==> src/verilog/game_pkg.sv <==
// -------------------------------------------------------------------
// game core constants, bus map, command opcodes and command word
// -------------------------------------------------------------------
`default_nettype none

package game_pkg;

  // -------------------------------------------------------------------
  // game sizes
  localparam int unsigned num_targets = 5;
  localparam int unsigned level_w     = 4;
  localparam int unsigned score_w     = 16;
  // wide enough to hold num_targets itself
  localparam int unsigned count_w     = $clog2(num_targets + 1);

  localparam logic [level_w-1:0] first_level = level_w'(1);
  localparam logic [level_w-1:0] max_level   = level_w'(15);

  // -------------------------------------------------------------------
  // level sequence timing, in pclk cycles
  localparam int unsigned level_delay_cycles = 200;
  localparam int unsigned arm_hold_cycles    = 16;

  localparam int unsigned cnt_w = $clog2((level_delay_cycles > arm_hold_cycles) ?
                                         level_delay_cycles : arm_hold_cycles);
  localparam logic [cnt_w-1:0] delay_last = cnt_w'(level_delay_cycles - 1);
  localparam logic [cnt_w-1:0] hold_last  = cnt_w'(arm_hold_cycles - 1);

  // level controller state codes
  localparam logic [1:0] st_idle  = 2'd0;
  localparam logic [1:0] st_count = 2'd1;
  localparam logic [1:0] st_rearm = 2'd2;

  // -------------------------------------------------------------------
  // wishbone word addresses
  localparam logic [1:0] adr_status  = 2'd0;
  localparam logic [1:0] adr_score   = 2'd1;
  localparam logic [1:0] adr_command = 2'd2;

  // command opcodes, top nibble of the command word
  localparam logic [3:0] op_hit   = 4'd1;
  localparam logic [3:0] op_bonus = 4'd2;

  // one command word, two readings selected by op
  typedef union packed {
    struct packed {
      logic [3:0]                 op;
      logic [32-4-num_targets-1:0] pad;
      logic [num_targets-1:0]     target_mask;
    } hit_view;
    struct packed {
      logic [3:0]             op;
      logic [32-4-score_w-1:0] pad;
      logic [score_w-1:0]     bonus;
    } bonus_view;
  } cmd_word_u;

endpackage

`default_nettype wire

==> src/verilog/level_ctrl.sv <==
// -------------------------------------------------------------------
// level controller: waits out the level delay once all targets are
// down, raises the level and holds the re-arm pulse
// -------------------------------------------------------------------
`timescale 1ns/10ps
`default_nettype none

module level_ctrl (
  input  logic                              pclk,
  input  logic                              rst,
  input  logic [game_pkg::num_targets-1:0]  alive,
  output logic [game_pkg::level_w-1:0]      level,
  output logic                              rearm,
  output logic                              busy
);

  logic [1:0]                   state;
  // shared by the delay phase and the hold phase
  logic [game_pkg::cnt_w-1:0]   cnt;

  assign busy = (state != game_pkg::st_idle);

  // -------------------------------------------------------------------
  // state, counter and level
  always_ff @(posedge pclk) begin
    if (rst) begin
      state <= game_pkg::st_idle;
      cnt   <= '0;
      level <= game_pkg::first_level;
      rearm <= 1'b0;
    end else begin
      case (state)
        game_pkg::st_idle: begin
          cnt <= '0;
          // every target down
          if (alive == '0) begin
            state <= game_pkg::st_count;
          end
        end

        game_pkg::st_count: begin
          if (cnt == game_pkg::delay_last) begin
            cnt   <= '0;
            state <= game_pkg::st_rearm;
            rearm <= 1'b1;
            // stop at the top level
            if (level < game_pkg::max_level) begin
              level <= level + 1'b1;
            end
          end else begin
            cnt <= cnt + 1'b1;
          end
        end

        game_pkg::st_rearm: begin
          if (cnt == game_pkg::hold_last) begin
            cnt   <= '0;
            state <= game_pkg::st_idle;
            rearm <= 1'b0;
          end else begin
            cnt <= cnt + 1'b1;
          end
        end

        default: begin
          cnt   <= '0;
          state <= game_pkg::st_idle;
          rearm <= 1'b0;
        end
      endcase
    end
  end

  // -------------------------------------------------------------------
  // checks
  level_no_decrease: assert property (
    @(posedge pclk) disable iff (rst)
    level >= $past(level)
  ) else $error("level went down");

  // rearm flop must track the state register
  rearm_not_idle: assert property (
    @(posedge pclk) disable iff (rst)
    !(rearm && (state == game_pkg::st_idle))
  ) else $error("rearm high while idle");

endmodule

`default_nettype wire

==> src/verilog/target_bank.sv <==
// -------------------------------------------------------------------
// target bank: alive flag per target, hit clearing and re-arm, plus
// the count of live targets knocked down this cycle
// -------------------------------------------------------------------
`timescale 1ns/10ps
`default_nettype none

module target_bank (
  input  logic                              pclk,
  input  logic                              rst,
  input  logic [game_pkg::num_targets-1:0]  hit_mask,
  input  logic                              rearm,
  output logic [game_pkg::num_targets-1:0]  alive,
  output logic [game_pkg::count_w-1:0]      fallen_count
);

  // hits that land on a live target, none while re-arming
  logic [game_pkg::num_targets-1:0] hit_live;

  assign hit_live = rearm ? '0 : (hit_mask & alive);

  // -------------------------------------------------------------------
  // population count of real knock-downs
  always_comb begin
    fallen_count = '0;
    for (int i = 0; i < game_pkg::num_targets; i++) begin
      fallen_count = fallen_count + {{(game_pkg::count_w - 1){1'b0}}, hit_live[i]};
    end
  end

  // -------------------------------------------------------------------
  // alive flags
  always_ff @(posedge pclk) begin
    if (rst) begin
      alive <= '1;
    end else if (rearm) begin
      // targets pop back up
      alive <= '1;
    end else begin
      alive <= alive & ~hit_live;
    end
  end

  // no points during re-arm
  rearm_no_points: assert property (
    @(posedge pclk) disable iff (rst)
    rearm |-> (fallen_count == '0)
  ) else $error("points during rearm");

endmodule

`default_nettype wire

==> src/verilog/score_keeper.sv <==
// -------------------------------------------------------------------
// score keeper: adds level-weighted points and bonus, saturating
// -------------------------------------------------------------------
`timescale 1ns/10ps
`default_nettype none

module score_keeper (
  input  logic                          pclk,
  input  logic                          rst,
  input  logic [game_pkg::level_w-1:0]  level,
  input  logic [game_pkg::count_w-1:0]  fallen_count,
  input  logic                          bonus_valid,
  input  logic [game_pkg::score_w-1:0]  bonus,
  output logic [game_pkg::score_w-1:0]  score
);

  // level times knocked-down targets
  logic [game_pkg::level_w+game_pkg::count_w-1:0] points;
  logic [game_pkg::score_w-1:0]                   bonus_add;
  // two spare bits catch the carry past 16 bits
  logic [game_pkg::score_w+1:0]                   sum;

  assign points = {{game_pkg::count_w{1'b0}}, level} *
                  {{game_pkg::level_w{1'b0}}, fallen_count};

  assign bonus_add = bonus_valid ? bonus : '0;

  assign sum = {2'b00, score} +
               {{(game_pkg::score_w + 2 - game_pkg::level_w - game_pkg::count_w){1'b0}},
                points} +
               {2'b00, bonus_add};

  // -------------------------------------------------------------------
  // accumulator
  always_ff @(posedge pclk) begin
    if (rst) begin
      score <= '0;
    end else if ((fallen_count != '0) || bonus_valid) begin
      if (sum[game_pkg::score_w+1:game_pkg::score_w] != 2'b00) begin
        // clamp at the top
        score <= '1;
      end else begin
        score <= sum[game_pkg::score_w-1:0];
      end
    end
  end

  score_no_decrease: assert property (
    @(posedge pclk) disable iff (rst)
    score >= $past(score)
  ) else $error("score went down");

endmodule

`default_nettype wire

==> src/verilog/wb_game_regs.sv <==
// -------------------------------------------------------------------
// wishbone classic slave: status and score reads, command writes
// decoded into hit and bonus strobes
// -------------------------------------------------------------------
`timescale 1ns/10ps
`default_nettype none

module wb_game_regs (
  input  logic                              pclk,
  input  logic                              rst,
  input  logic                              wb_cyc,
  input  logic                              wb_stb,
  input  logic                              wb_we,
  input  logic [1:0]                        wb_adr,
  input  logic [31:0]                       wb_dat_i,
  output logic [31:0]                       wb_dat_o,
  output logic                              wb_ack,
  input  logic [game_pkg::level_w-1:0]      level,
  input  logic [game_pkg::num_targets-1:0]  alive,
  input  logic                              busy,
  input  logic [game_pkg::score_w-1:0]      score,
  output logic [game_pkg::num_targets-1:0]  hit_mask,
  output logic                              bonus_valid,
  output logic [game_pkg::score_w-1:0]      bonus
);

  game_pkg::cmd_word_u  cmd;
  logic                 req;
  logic                 wr_cmd;
  logic [31:0]          status_word;
  logic [31:0]          rd_data;

  assign cmd = wb_dat_i;

  // new request, not the one already being acked
  assign req    = wb_cyc && wb_stb && !wb_ack;
  assign wr_cmd = req && wb_we && (wb_adr == game_pkg::adr_command);

  // -------------------------------------------------------------------
  // read side
  always_comb begin
    status_word       = '0;
    status_word[16]   = busy;
    status_word[11:8] = level;
    status_word[4:0]  = alive;
  end

  always_comb begin
    case (wb_adr)
      game_pkg::adr_status: rd_data = status_word;
      game_pkg::adr_score:  rd_data = {{(32 - game_pkg::score_w){1'b0}}, score};
      // command is write only, address 3 unused
      default:              rd_data = '0;
    endcase
  end

  // -------------------------------------------------------------------
  // ack and command strobes, all live in the ack cycle
  always_ff @(posedge pclk) begin
    if (rst) begin
      wb_ack      <= 1'b0;
      hit_mask    <= '0;
      bonus_valid <= 1'b0;
    end else begin
      wb_ack      <= req;
      hit_mask    <= '0;
      bonus_valid <= 1'b0;
      if (wr_cmd && (cmd.hit_view.op == game_pkg::op_hit)) begin
        hit_mask <= cmd.hit_view.target_mask;
      end
      if (wr_cmd && (cmd.bonus_view.op == game_pkg::op_bonus)) begin
        bonus_valid <= 1'b1;
      end
    end
  end

  // data words
  always_ff @(posedge pclk) begin
    if (req) begin
      wb_dat_o <= rd_data;
    end
    if (wr_cmd) begin
      bonus <= cmd.bonus_view.bonus;
    end
  end

  ack_single_cycle: assert property (
    @(posedge pclk) disable iff (rst)
    wb_ack |=> !wb_ack
  ) else $error("ack held for two cycles");

endmodule

`default_nettype wire

==> src/verilog/game_core.sv <==
// -------------------------------------------------------------------
// game logic core: targets, score, level control and host registers
// -------------------------------------------------------------------
`timescale 1ns/10ps
`default_nettype none

module game_core (
  input  logic         pclk,
  input  logic         rst,
  input  logic         wb_cyc,
  input  logic         wb_stb,
  input  logic         wb_we,
  input  logic [1:0]   wb_adr,
  input  logic [31:0]  wb_dat_i,
  output logic [31:0]  wb_dat_o,
  output logic         wb_ack,
  // re-arm pulse, also the level-up indicator
  output logic         level_up
);

  logic [game_pkg::num_targets-1:0]  alive;
  logic [game_pkg::count_w-1:0]      fallen_count;
  logic [game_pkg::level_w-1:0]      level;
  logic                              busy;
  logic [game_pkg::score_w-1:0]      score;
  logic [game_pkg::num_targets-1:0]  hit_mask;
  logic                              bonus_valid;
  logic [game_pkg::score_w-1:0]      bonus;

  level_ctrl level_ctrl_inst (
    .pclk  (pclk),
    .rst   (rst),
    .alive (alive),
    .level (level),
    .rearm (level_up),
    .busy  (busy)
  );

  target_bank target_bank_inst (
    .pclk         (pclk),
    .rst          (rst),
    .hit_mask     (hit_mask),
    .rearm        (level_up),
    .alive        (alive),
    .fallen_count (fallen_count)
  );

  score_keeper score_keeper_inst (
    .pclk         (pclk),
    .rst          (rst),
    .level        (level),
    .fallen_count (fallen_count),
    .bonus_valid  (bonus_valid),
    .bonus        (bonus),
    .score        (score)
  );

  wb_game_regs wb_game_regs_inst (
    .pclk        (pclk),
    .rst         (rst),
    .wb_cyc      (wb_cyc),
    .wb_stb      (wb_stb),
    .wb_we       (wb_we),
    .wb_adr      (wb_adr),
    .wb_dat_i    (wb_dat_i),
    .wb_dat_o    (wb_dat_o),
    .wb_ack      (wb_ack),
    .level       (level),
    .alive       (alive),
    .busy        (busy),
    .score       (score),
    .hit_mask    (hit_mask),
    .bonus_valid (bonus_valid),
    .bonus       (bonus)
  );

endmodule

`default_nettype wire

==> config.mk <==
export PLATFORM = sky130hd
export DESIGN_NAME = game_core
export DESIGN_NICKNAME = d
export VERILOG_FILES = /design/src/verilog/game_pkg.sv /design/src/verilog/level_ctrl.sv /design/src/verilog/target_bank.sv /design/src/verilog/score_keeper.sv /design/src/verilog/wb_game_regs.sv /design/src/verilog/game_core.sv
export SDC_FILE = /design/constraint.sdc
export NUM_CORES = 1
export LEC_CHECK = 0
export BUFFER_PORTS_ARGS = -buffer_cell sky130_fd_sc_hd__clkbuf_2
export CAP_MARGIN = 20
export CORE_ASPECT_RATIO = 0.6
export CORE_MARGIN = 2
export CORE_UTILIZATION = 45
export DETAILED_ROUTE_END_ITERATION = 10
export HOLD_SLACK_MARGIN = 0.02
export PLACE_DENSITY = 0.68
export SLEW_MARGIN = 10
export SYNTH_ARGS = -nofsm -noshare
export SYNTH_HDL_FRONTEND = slang
export SYNTH_SLANG_ARGS = --single-unit
==> constraint.sdc <==
create_clock -name pclk -period 6 [get_ports pclk]
set_clock_uncertainty 0.05 [all_clocks]
set_input_delay 0.3 -clock pclk [delete_from_list [all_inputs] [get_ports pclk]]
set_output_delay 0.3 -clock pclk [all_outputs]
set_load 0.01 [all_outputs]
# == Word-level counts from Yosys, hierarchy flattened ==
# Index checks and enable logic that the tools add are counted.
# Widths: inputs -> output; s select.
# totals
word_cells,71
register_bits,91
inputBits,39
output_inout_bits,34
# classes
addsub,8
order_cmp,1
eq_ne,11
bitwise,5
n_reduce_logical,19
multipliers,1
muxes,15
# op_table
operator,n
$pmux 17 s2,1
$mux 16,2
$add 18x16->18,1
$add 16x7->17,1
$mux 8,2
$pmux 8 s2,1
$and 5x5->5,2
$add 3x1->3,3
$reduce_and 3->1,3
$add 8x1->8 const B,1
$eq 8x4->1 const B,1
$eq 8x8->1 const B,1
$mul 4x3->7,1
$logic_and 1x1->1,6
$mux 2,3
$ne 2x1->1 const B,3
$pmux 2 s3,1
$logic_not 5->1,1
$mux 5,1
$not 5->5,1
$add 4x1->4 const B,1
$eq 2x1->1 const B,2
$eq 2x2->1 const B,2
$eq 4x1->1 const B,1
12 further kinds,18

# == Depth between registers and ports, before layout ==
# Gate-level depths: netlist of the first run.
# depth
depth_word,11
mapped_depth,29
ltp_nobuf,27

# == By module ==
# From an unflattened synthesis of the first run, not the netlist that was laid out.
# unflattened
cells_unflattened,444
hier_area_um2,4613.2
# modules_own_cells
mod,n_inst,area_each_um2,seq_area_each_um2,cells_each
score_keeper,1,1976.9,320.3,230
wb_game_regs,1,1609.0,1131.1,104
level_ctrl,1,770.7,300.3,82
target_bank,1,256.5,100.1,28

# == Worst setup path after synthesis of the first run ==
# No wires, ideal clock.
# synth_path
kind,register to register
startpoint,register level_ctrl_inst.rearm
endpoint,register score_keeper_inst.score[10] (netlist bit)
setup_time_ns,0.139
period_less_slack_ns,6.549
stages_incl_launch_ff,29
required_ns,5.811
n_path_buf,2
slack_ns,-0.549
arrival_ns,6.360
path_cell_list,dfxtp_1 -> nor2_1 -> ha_1 -> inv_1 -> fa_1 -> inv_1 -> ha_1 -> fa_1 -> and2_1 -> fa_1 -> inv_1 -> fa_1 -> inv_1 -> ha_1 -> nor2b_1 -> o21ai_0 -> a21boi_0 -> o31a_1 -> and4_1 -> xor2_1 -> ha_1 -> buf_2 -> a21oi_1 -> nand2_1 -> a21oi_1 -> o41ai_4 -> mux2i_2 -> buf_6 -> a211oi_2
# synth_via
elab_chain_cells,10
word_cells_on_any_way,12
cone_classes,6 x add/sub; 1 x mul; 2 x mux; 3 x reduce/logical
# synth_rtl
element,line_no,text
"start, declared",level_ctrl.sv:13,"output logic rearm,"
"start signal, assigned",level_ctrl.sv:30,rearm <= 1'b0;
"start signal, assigned",level_ctrl.sv:45,rearm <= 1'b1;
"start signal, assigned",level_ctrl.sv:59,rearm <= 1'b0;
$mux 5 *,target_bank.sv:20,assign hit_live = rearm ? '0 : (hit_mask & alive);
$add 1x1->2,target_bank.sv:27,"fallen_count = fallen_count + {{(game_pkg::count_w - 1){1'b0}}, hit_live[i]};"
$add 3x1->3 (2 in series),target_bank.sv:27,
$add 3x1->3 *,target_bank.sv:27,
$mul 4x3->7,score_keeper.sv:23,"assign points = {{game_pkg::count_w{1'b0}}, level} *"
$add 16x7->17,score_keeper.sv:28,"assign sum = {2'b00, score} +"
$add 18x16->18,score_keeper.sv:30,points} +
$reduce_bool 2->1,score_keeper.sv:39,if (sum[game_pkg::score_w+1:game_pkg::score_w] != 2'b00) begin
$mux 16,score_keeper.sv:39,
"end signal, assigned",score_keeper.sv:43,score <= sum[game_pkg::score_w-1:0];
"end, declared",score_keeper.sv:14,output logic [game_pkg::score_w-1:0] score
# Every way passes the cells marked *; elsewhere a longest branch is shown, timed or not.
# A chain may end at the register's enable or synchronous reset.

# == Final worst setup path of the first run ==
# layout_path
startpoint,register wb_game_regs_inst.hit_mask[1] (netlist bit)
endpoint,register score_keeper_inst.score[13] (netlist bit)
# layout_via
elab_chain_cells,11
word_cells_on_any_way,13
cone_classes,6 x add/sub; 1 x mul; 2 x mux; 1 x bitwise; 3 x reduce/logical
# layout_rtl
element,line_no,text
"start, declared",wb_game_regs.sv:22,"output logic [game_pkg::num_targets-1:0] hit_mask,"
"start signal, assigned",wb_game_regs.sv:69,hit_mask <= cmd.hit_view.target_mask;
$and 5x5->5 *,target_bank.sv:20,
$mux 5 *,target_bank.sv:20,
$add 1x1->2 *,target_bank.sv:27,
$add 3x1->3 * (3 in series),target_bank.sv:27,
$mul 4x3->7,score_keeper.sv:23,
$add 16x7->17,score_keeper.sv:28,
$add 18x16->18,score_keeper.sv:30,
$reduce_bool 2->1,score_keeper.sv:39,
$mux 16,score_keeper.sv:39,
# Marked as above.

==> impl_metrics.ini, run 1 <==
[die]
ioPinCount = 73
die_x_um = 135
dieArea_um2 = 11200
rows = 28
die_height_um = 82.9
core_um2 = 9980
start_util = 0.467

[drt]
viasPerCell = 5.25
wl_um = 11200
route.detailed.drc = 0
vias = 3743
wl_per_cell_um = 15.7
first_pass_iters = 5
ant_nets = 0
drt_iter0_markers = 286

[run]
cap_viol_max_count = 0

[power_and_ir_drop]
peakVddDrop_mv = 0.160
p_per_area_nw_per_um2 = 198
p_int_w = 0.000889
power.static_leakage_nw = 2.56
power.net_switching_w = 0.000258
seqPwrFrac = 0.477
clock_power_share = 0.486
swShare = 0.225
pwr-share-comb = 0.037

[place]
hpwlAfterDp_um = 8480
io_buffers = 45
dpl_cell_area_um2 = 5330
gp_congestion = 0.887

[worst_setup_path]
crit_fanout = 8
end_kind = flop
critPathMaxStageDelay_ns = 0.49
crit_required_ns = 6.14
crit_arrival_ns = 6.48
crit_path_start_kind = flop
critPathKind = flop to flop
path_buf_inv = 6
crit_slowest_cell = fa_1
critPathTopFamily = adder cells

[grt]
grt_pass1_wl_um = 17700
use_met3 = 0.0592
grt.total_usage = 0.204
grt_pass1_vias = 3477
grt_start_max_net_pins = 29
antenna_found_initial = 0
grt-busiest-layer = met1
grt_use_met1 = 0.326
grt.met2_usage = 0.261
gr-total-overflow = 0

[outcome]
run_status = complete, but fails checks
violations = negative setup slack

[sta]
rsz0062_at_grt = true
tightest_slew_ns = 0.823
timing.final.crit_share = 1.06
finalSetupViolCount = 16
worst_slack_ns = -0.340
period_needed_ns = 6.34
finalHoldViolations = 0
slew-limit-headroom = 0.451
hold_ws_ns = 0.0754
clock.fmax_ghz = 0.158
final_max_slew_viol_count = 0

[clocking]
clock_latency_ns = 0.34
htreeDepth = 3
cts.sinks = 76
cts_hold_buf = 0
numCtsBuffers = 9
clock-root-buffer = clkbuf_16
cts_max_path_buffers = 2
tritoncts = done
path_clk_slew_ns = 0.06

[final_layout]
fin_area_um2 = 5790
post-route-util = 0.580
fillers = 886
area_delta_synth_final_pct = 24.2
drive_gt1_frac = 0.268
diodes = 0
nets = 655

[synthesis]
yosys_warnings = 0
netlist.area_leader.share = 0.212
synth-edff-count = 33
syn_area_um2 = 4660
synth_seq_cells = 76
synth_ff_type = dfxtp_1
async_flop_share = 0
synth_area_leaders = edfxtp_1 (21%), dfxtp_1 (18%), ha_1 (8.9%), and2_1 (5.1%), fa_1 (4.3%)
synthCells = 482
seq_area_frac_synth = 0.397
ys_types = 49
synth_area_leader_cell = edfxtp_1
avgSynthCellArea_um2 = 9.68

[hold_path]
worst_hold_path_type = input pin to flop
-- power groups by stage --
stage          clock (W)  combinational [W]  sequential (W)
2_1_floorplan          0          0.0000274        0.000561
3_3_place_gp           0          0.0000410        0.000558
3_5_place_dp           0          0.0000420        0.000559
4_1_cts         0.000570          0.0000422        0.000547
5_1_grt         0.000596          0.0000474        0.000547
6_report        0.000557          0.0000426        0.000547
-- metrics by stage --
step | instances | power, W | setup TNS, ns | worst slack (ns)
final | 713 | 0.00115 | -5.04 | -0.340
after global routing | 713 | 0.00119 | -9.50 | -0.646
after CTS | 710 | 0.00116 | -3.94 | -0.266
after detailed placement | 692 | 0.000601 | -4.35 | -0.341
after global placement | 692 | 0.000599 | -2.38 | -0.166
after floorplan | 496 | 0.000588 | -0.566 | -0.0607
-- cells in the mapped netlist (11+ instances only) --
master    count
dfxtp_1      43
nand3_1      11
and2_1       38
nor2_1       52
inv_1        40
a21oi_1      20
xor2_1       14
ha_1         33
o21ai_0      16
edfxtp_1     33
mux2i_1      13
nand2_1      28
buf_4        15
xnor2_1      19
-- layout by cell type, fill, tap and decap left out, types with 4 or more instances in the layout --
cell type	n
nor2_1	50
buf_4	46
clkbuf_2	45
dfxtp_1	40
inv_1	38
and2_1	37
edfxtp_1	33
ha_1	29
nand2_1	24
xnor2_1	18
a21oi_1	16
o21ai_0	15
conb_1	15
mux2i_1	13
xor2_1	13
a211oi_2	11
nand3_1	10
clkbuf_16	10
o211ai_1	7
fa_1	7
and3_1	6
nor3_1	5
a221oi_1	5
nand2_2	4
a211oi_1	4
a21o_1	4
-- final cells by class --
class	instances	area (um2)	share of cell area
Multi-Input combinational cell	353	2690	0.465
Sequential cell	76	1860	0.321
Timing Repair Buffer	93	616	0.106
Clock buffer	9	225	0.0389
Tap cell	135	169	0.0292
Inverter	40	150	0.0259
Clock inverter	7	83.8	0.0145
-- routing by layer --
layer  vias to the layer above  share of wire
met4                         0          0.012
met5                         -              0
li1                       1826              -
met3                        10          0.073
met1                      1776           0.54
met2                       131           0.38
-- logic make-up after synthesis --
kind of cell | share of synthesized area
AND/OR/NAND/NOR | 0.181
AO/OA/AOI/OAI | 0.129
flip-flops | 0.397
buffers and inverters | 0.0679
adder cells (fa/ha/maj) | 0.131
XOR/XNOR | 0.0620
multiplexers | 0.0308
other | 0.000804
-- repair_timing --
action | in CTS | in global routing
buffers inserted | 2 | 2
endpoints found under the setup margin | 16 | 16
cloned | 0 | 1
resized for setup | 2 | 20
pin swaps | 2 | 25
-- worst paths after layout --
path | start | cells past startpoint | to | slack [ns]
worst min register to register | level_ctrl_inst.cnt[0] | 1 | level_ctrl_inst.cnt[0] | 0.41
worst max register to register | wb_game_regs_inst.hit_mask[1] | 28 | score_keeper_inst.score[13] | -0.34
worst min-delay path | wb_dat_i[12] | 1 | wb_game_regs_inst.bonus[12] | 0.08
worst max-delay path | wb_game_regs_inst.hit_mask[1] | 28 | score_keeper_inst.score[13] | -0.34
-- registers in the layout, indices dropped and copies added (netlist names), 2 cells and up --
signal and flops:
wb_game_regs_inst.wb_dat_o 17, target_bank_inst.alive 5, score_keeper_inst.score 16, level_ctrl_inst.cnt 8, level_ctrl_inst.level 4, level_ctrl_inst.state 2
wb_game_regs_inst.bonus 16, wb_game_regs_inst.hit_mask 5
(Power assumes the default switching activity.)
==> inputs of run 2 (changes only) <==
- ABC_AREA: unset -> 1
- GPL_TIMING_DRIVEN: unset -> 0
==> run 2 against run 1 <==
The run now ends clean. Synthesized cell count is 40% higher. Combinational power is 48% higher. Wire length is 12% higher. Non-clock buffer count is 6 lower. Final cell count is 28% higher. Synthesized area is 9.7% higher. Sequential power is 0.7% higher. Worst setup slack better by 0.41 ns. Fmax is 6.9% higher. Global-route usage is 1.2 points higher. Via count is 18% higher. Critical path type unchanged. Largest cell class unchanged.
==> impl_metrics.ini, run 2 <==
[outcome]
run_status = completed

[drt]
first_pass_iters = 5
drt_iter0_markers = 321
route.detailed.drc = 0
viasPerCell = 4.87
vias = 4428
wl_um = 12500
ant_nets = 0
wl_per_cell_um = 13.7

[power_and_ir_drop]
p_total_w = 0.00114
power.static_leakage_nw = 3.28
peakVddDrop_mv = 0.128
p_per_area_nw_per_um2 = 182

[final_layout]
area_delta_synth_final_pct = 22.5
drive_gt1_frac = 0.223
post-route-util = 0.561
top_register = wb_game_regs_inst.wb_dat_o
largest_reg_flops = 17
final_common_cell = inv_1
diodes = 0
layout_common_cells = inv_1 (145), nand2_1 (141), clkbuf_2 (45)
reg.largest.list = wb_game_regs_inst.wb_dat_o (17), score_keeper_inst.score (16), wb_game_regs_inst.bonus (16)
nets = 843

[die]
rows = 30
die_x_um = 142
ioPinCount = 73
die_height_um = 86.6
start_util = 0.458
dieArea_um2 = 12300
core_um2 = 11200

[grt]
grt_pass1_wl_um = 20600
grt_start_max_net_pins = 18
grt_pass1_vias = 4246
grt.total_usage = 0.216
antenna_found_initial = 0
gr-total-overflow = 0

[synthesis]
seq_area_frac_synth = 0.362
synth_top_family_by_area = simple AND/OR/NAND/NOR gates
synthTopCellsByCount = nand2_1 (152), inv_1 (151), nor2_1 (48), dfxtp_1 (43)
async_flop_share = 0
yosysMostFrequentCell = nand2_1
muxShareOfSynthArea = 0
avgSynthCellArea_um2 = 7.61
netlist.area_leader.share = 0.194
synth-simple-area-share = 0.249
ys_types = 39
synth-edff-count = 33
synthCells = 673
synth_seq_cells = 76
synth_area_leader_cell = edfxtp_1
synth_compound_area_frac = 0.0856
synth_area_leaders = edfxtp_1 (19%), dfxtp_1 (17%), nand2_1 (11%), inv_1 (11%), ha_1 (8.1%)
synth_xor_area_frac = 0.0394
yosys_warnings = 0
synth_ff_type = dfxtp_1
syn_area_um2 = 5120
yosys.area_share.adder = 0.120

[worst_setup_path]
crit_slowest_cell = fa_2
critPathMaxStageDelay_ns = 0.58
crit_path_start_kind = flop
path_common_cell = inv_1
critPathKind = flop to flop
crit_required_ns = 6.18
critPathTopFamily = adder cells
end_kind = flop
crit_arrival_ns = 6.12
crit_fanout = 5
path_buf_inv = 7

[sta]
period_needed_ns = 5.93
finalSetupViolCount = 0
timing.final.crit_share = 0.988
tightest_slew_ns = 0.698
setup-tns-final_ns = 0
rsz0062_at_grt = true
clock.fmax_ghz = 0.169
slew-limit-headroom = 0.534
final_max_slew_viol_count = 0
finalHoldViolations = 0

[place]
io_buffers = 45
gp_congestion = 0.875
hpwlAfterDp_um = 9530

[clocking]
htreeDepth = 3
cts_max_path_buffers = 2
numCtsBuffers = 9
clock_latency_ns = 0.34
cts.sinks = 76
clock-root-buffer = clkbuf_16
tritoncts = done
path_clk_slew_ns = 0.06

[hold_path]
worst_hold_path_type = input pin to flop

[run]
cap_viol_max_count = 0
[run 2: cell types whose count changed after synthesis, sizes merged, moves of 7 or more]
cell	delta
nand2	+136
nand4	+7
o21bai	+12
and2	-37
nand3	+22
o21ai	+15
xnor2	-9
inv	+111
o211ai	-7
mux2i	-14
a211oi	-14
[run 2: repair_timing]
item	CTS	global route
pin swaps	30	23
setup endpoints to repair	16	16
resized for setup	25	36
setup buffers	13	3
hold buffers	0	0
gates cloned	1	0
[run 2: layout make-up]
class                           count  area [um2]
Tap cell                          144         180
Inverter                          152         571
Buffer                             24         164
Clock buffer                       11         254
Multi-Input combinational cell    435        2820
Timing Repair Buffer               63         392
Sequential cell                    76        1860
Clock inverter                      5        31.3
Fill cell                        1032        4920
[run 2: logic make-up after synthesis]
kind of cell | after synthesis
buffers and inverters | 176
other | 1
AND/OR/NAND/NOR | 284
AO/OA/AOI/OAI | 70
adder cells (fa/ha/maj) | 43
XOR/XNOR | 23
flip-flops | 76
[run 2: report_power, final]
| group | switching [W] | total [W] | internal, W |
|---|---|---|---|
| sequential | 0.00000374 | 0.000551 | 0.000548 |
| clock | 0.000221 | 0.000527 | 0.000306 |
| combinational | 0.0000371 | 0.0000630 | 0.0000258 |
[run 2: worst paths after layout]
check	from	to	slack, ns	cells past startpoint
max	level_ctrl_inst.rearm	score_keeper_inst.score[1]	0.07	30
min	wb_dat_i[9]	wb_game_regs_inst.bonus[9]	0.08	1
max reg2reg	level_ctrl_inst.rearm	score_keeper_inst.score[1]	0.07	30
min reg2reg	wb_game_regs_inst.hit_mask[0]	target_bank_inst.alive[0]	0.39	1
[run 2: per-layer routing]
metal	GRT usage	vias up	wire length, um	part of all wire
li1	-	2249	-	-
met1	0.317	2030	6130	0.49
met2	0.329	138	5230	0.42
met3	0.0475	11	998	0.080
met4	0.0445	0	102	0.0082
met5	0	-	0	0
[run 2: metrics by stage]
stage / cells / hold slack [ns] / worst slack, ns / instance area (um2)
finish: 910 / 0.0804 / 0.0692 / 6270
detailed placement: 877 / 0.388 / -0.622 / 5590
floorplan: 687 / 0.326 / 0.0968 / 5170
CTS: 907 / 0.0719 / 0.0219 / 6090
global placement: 876 / 0.380 / -0.552 / 5580
global route: 910 / 0.0715 / -0.241 / 6270
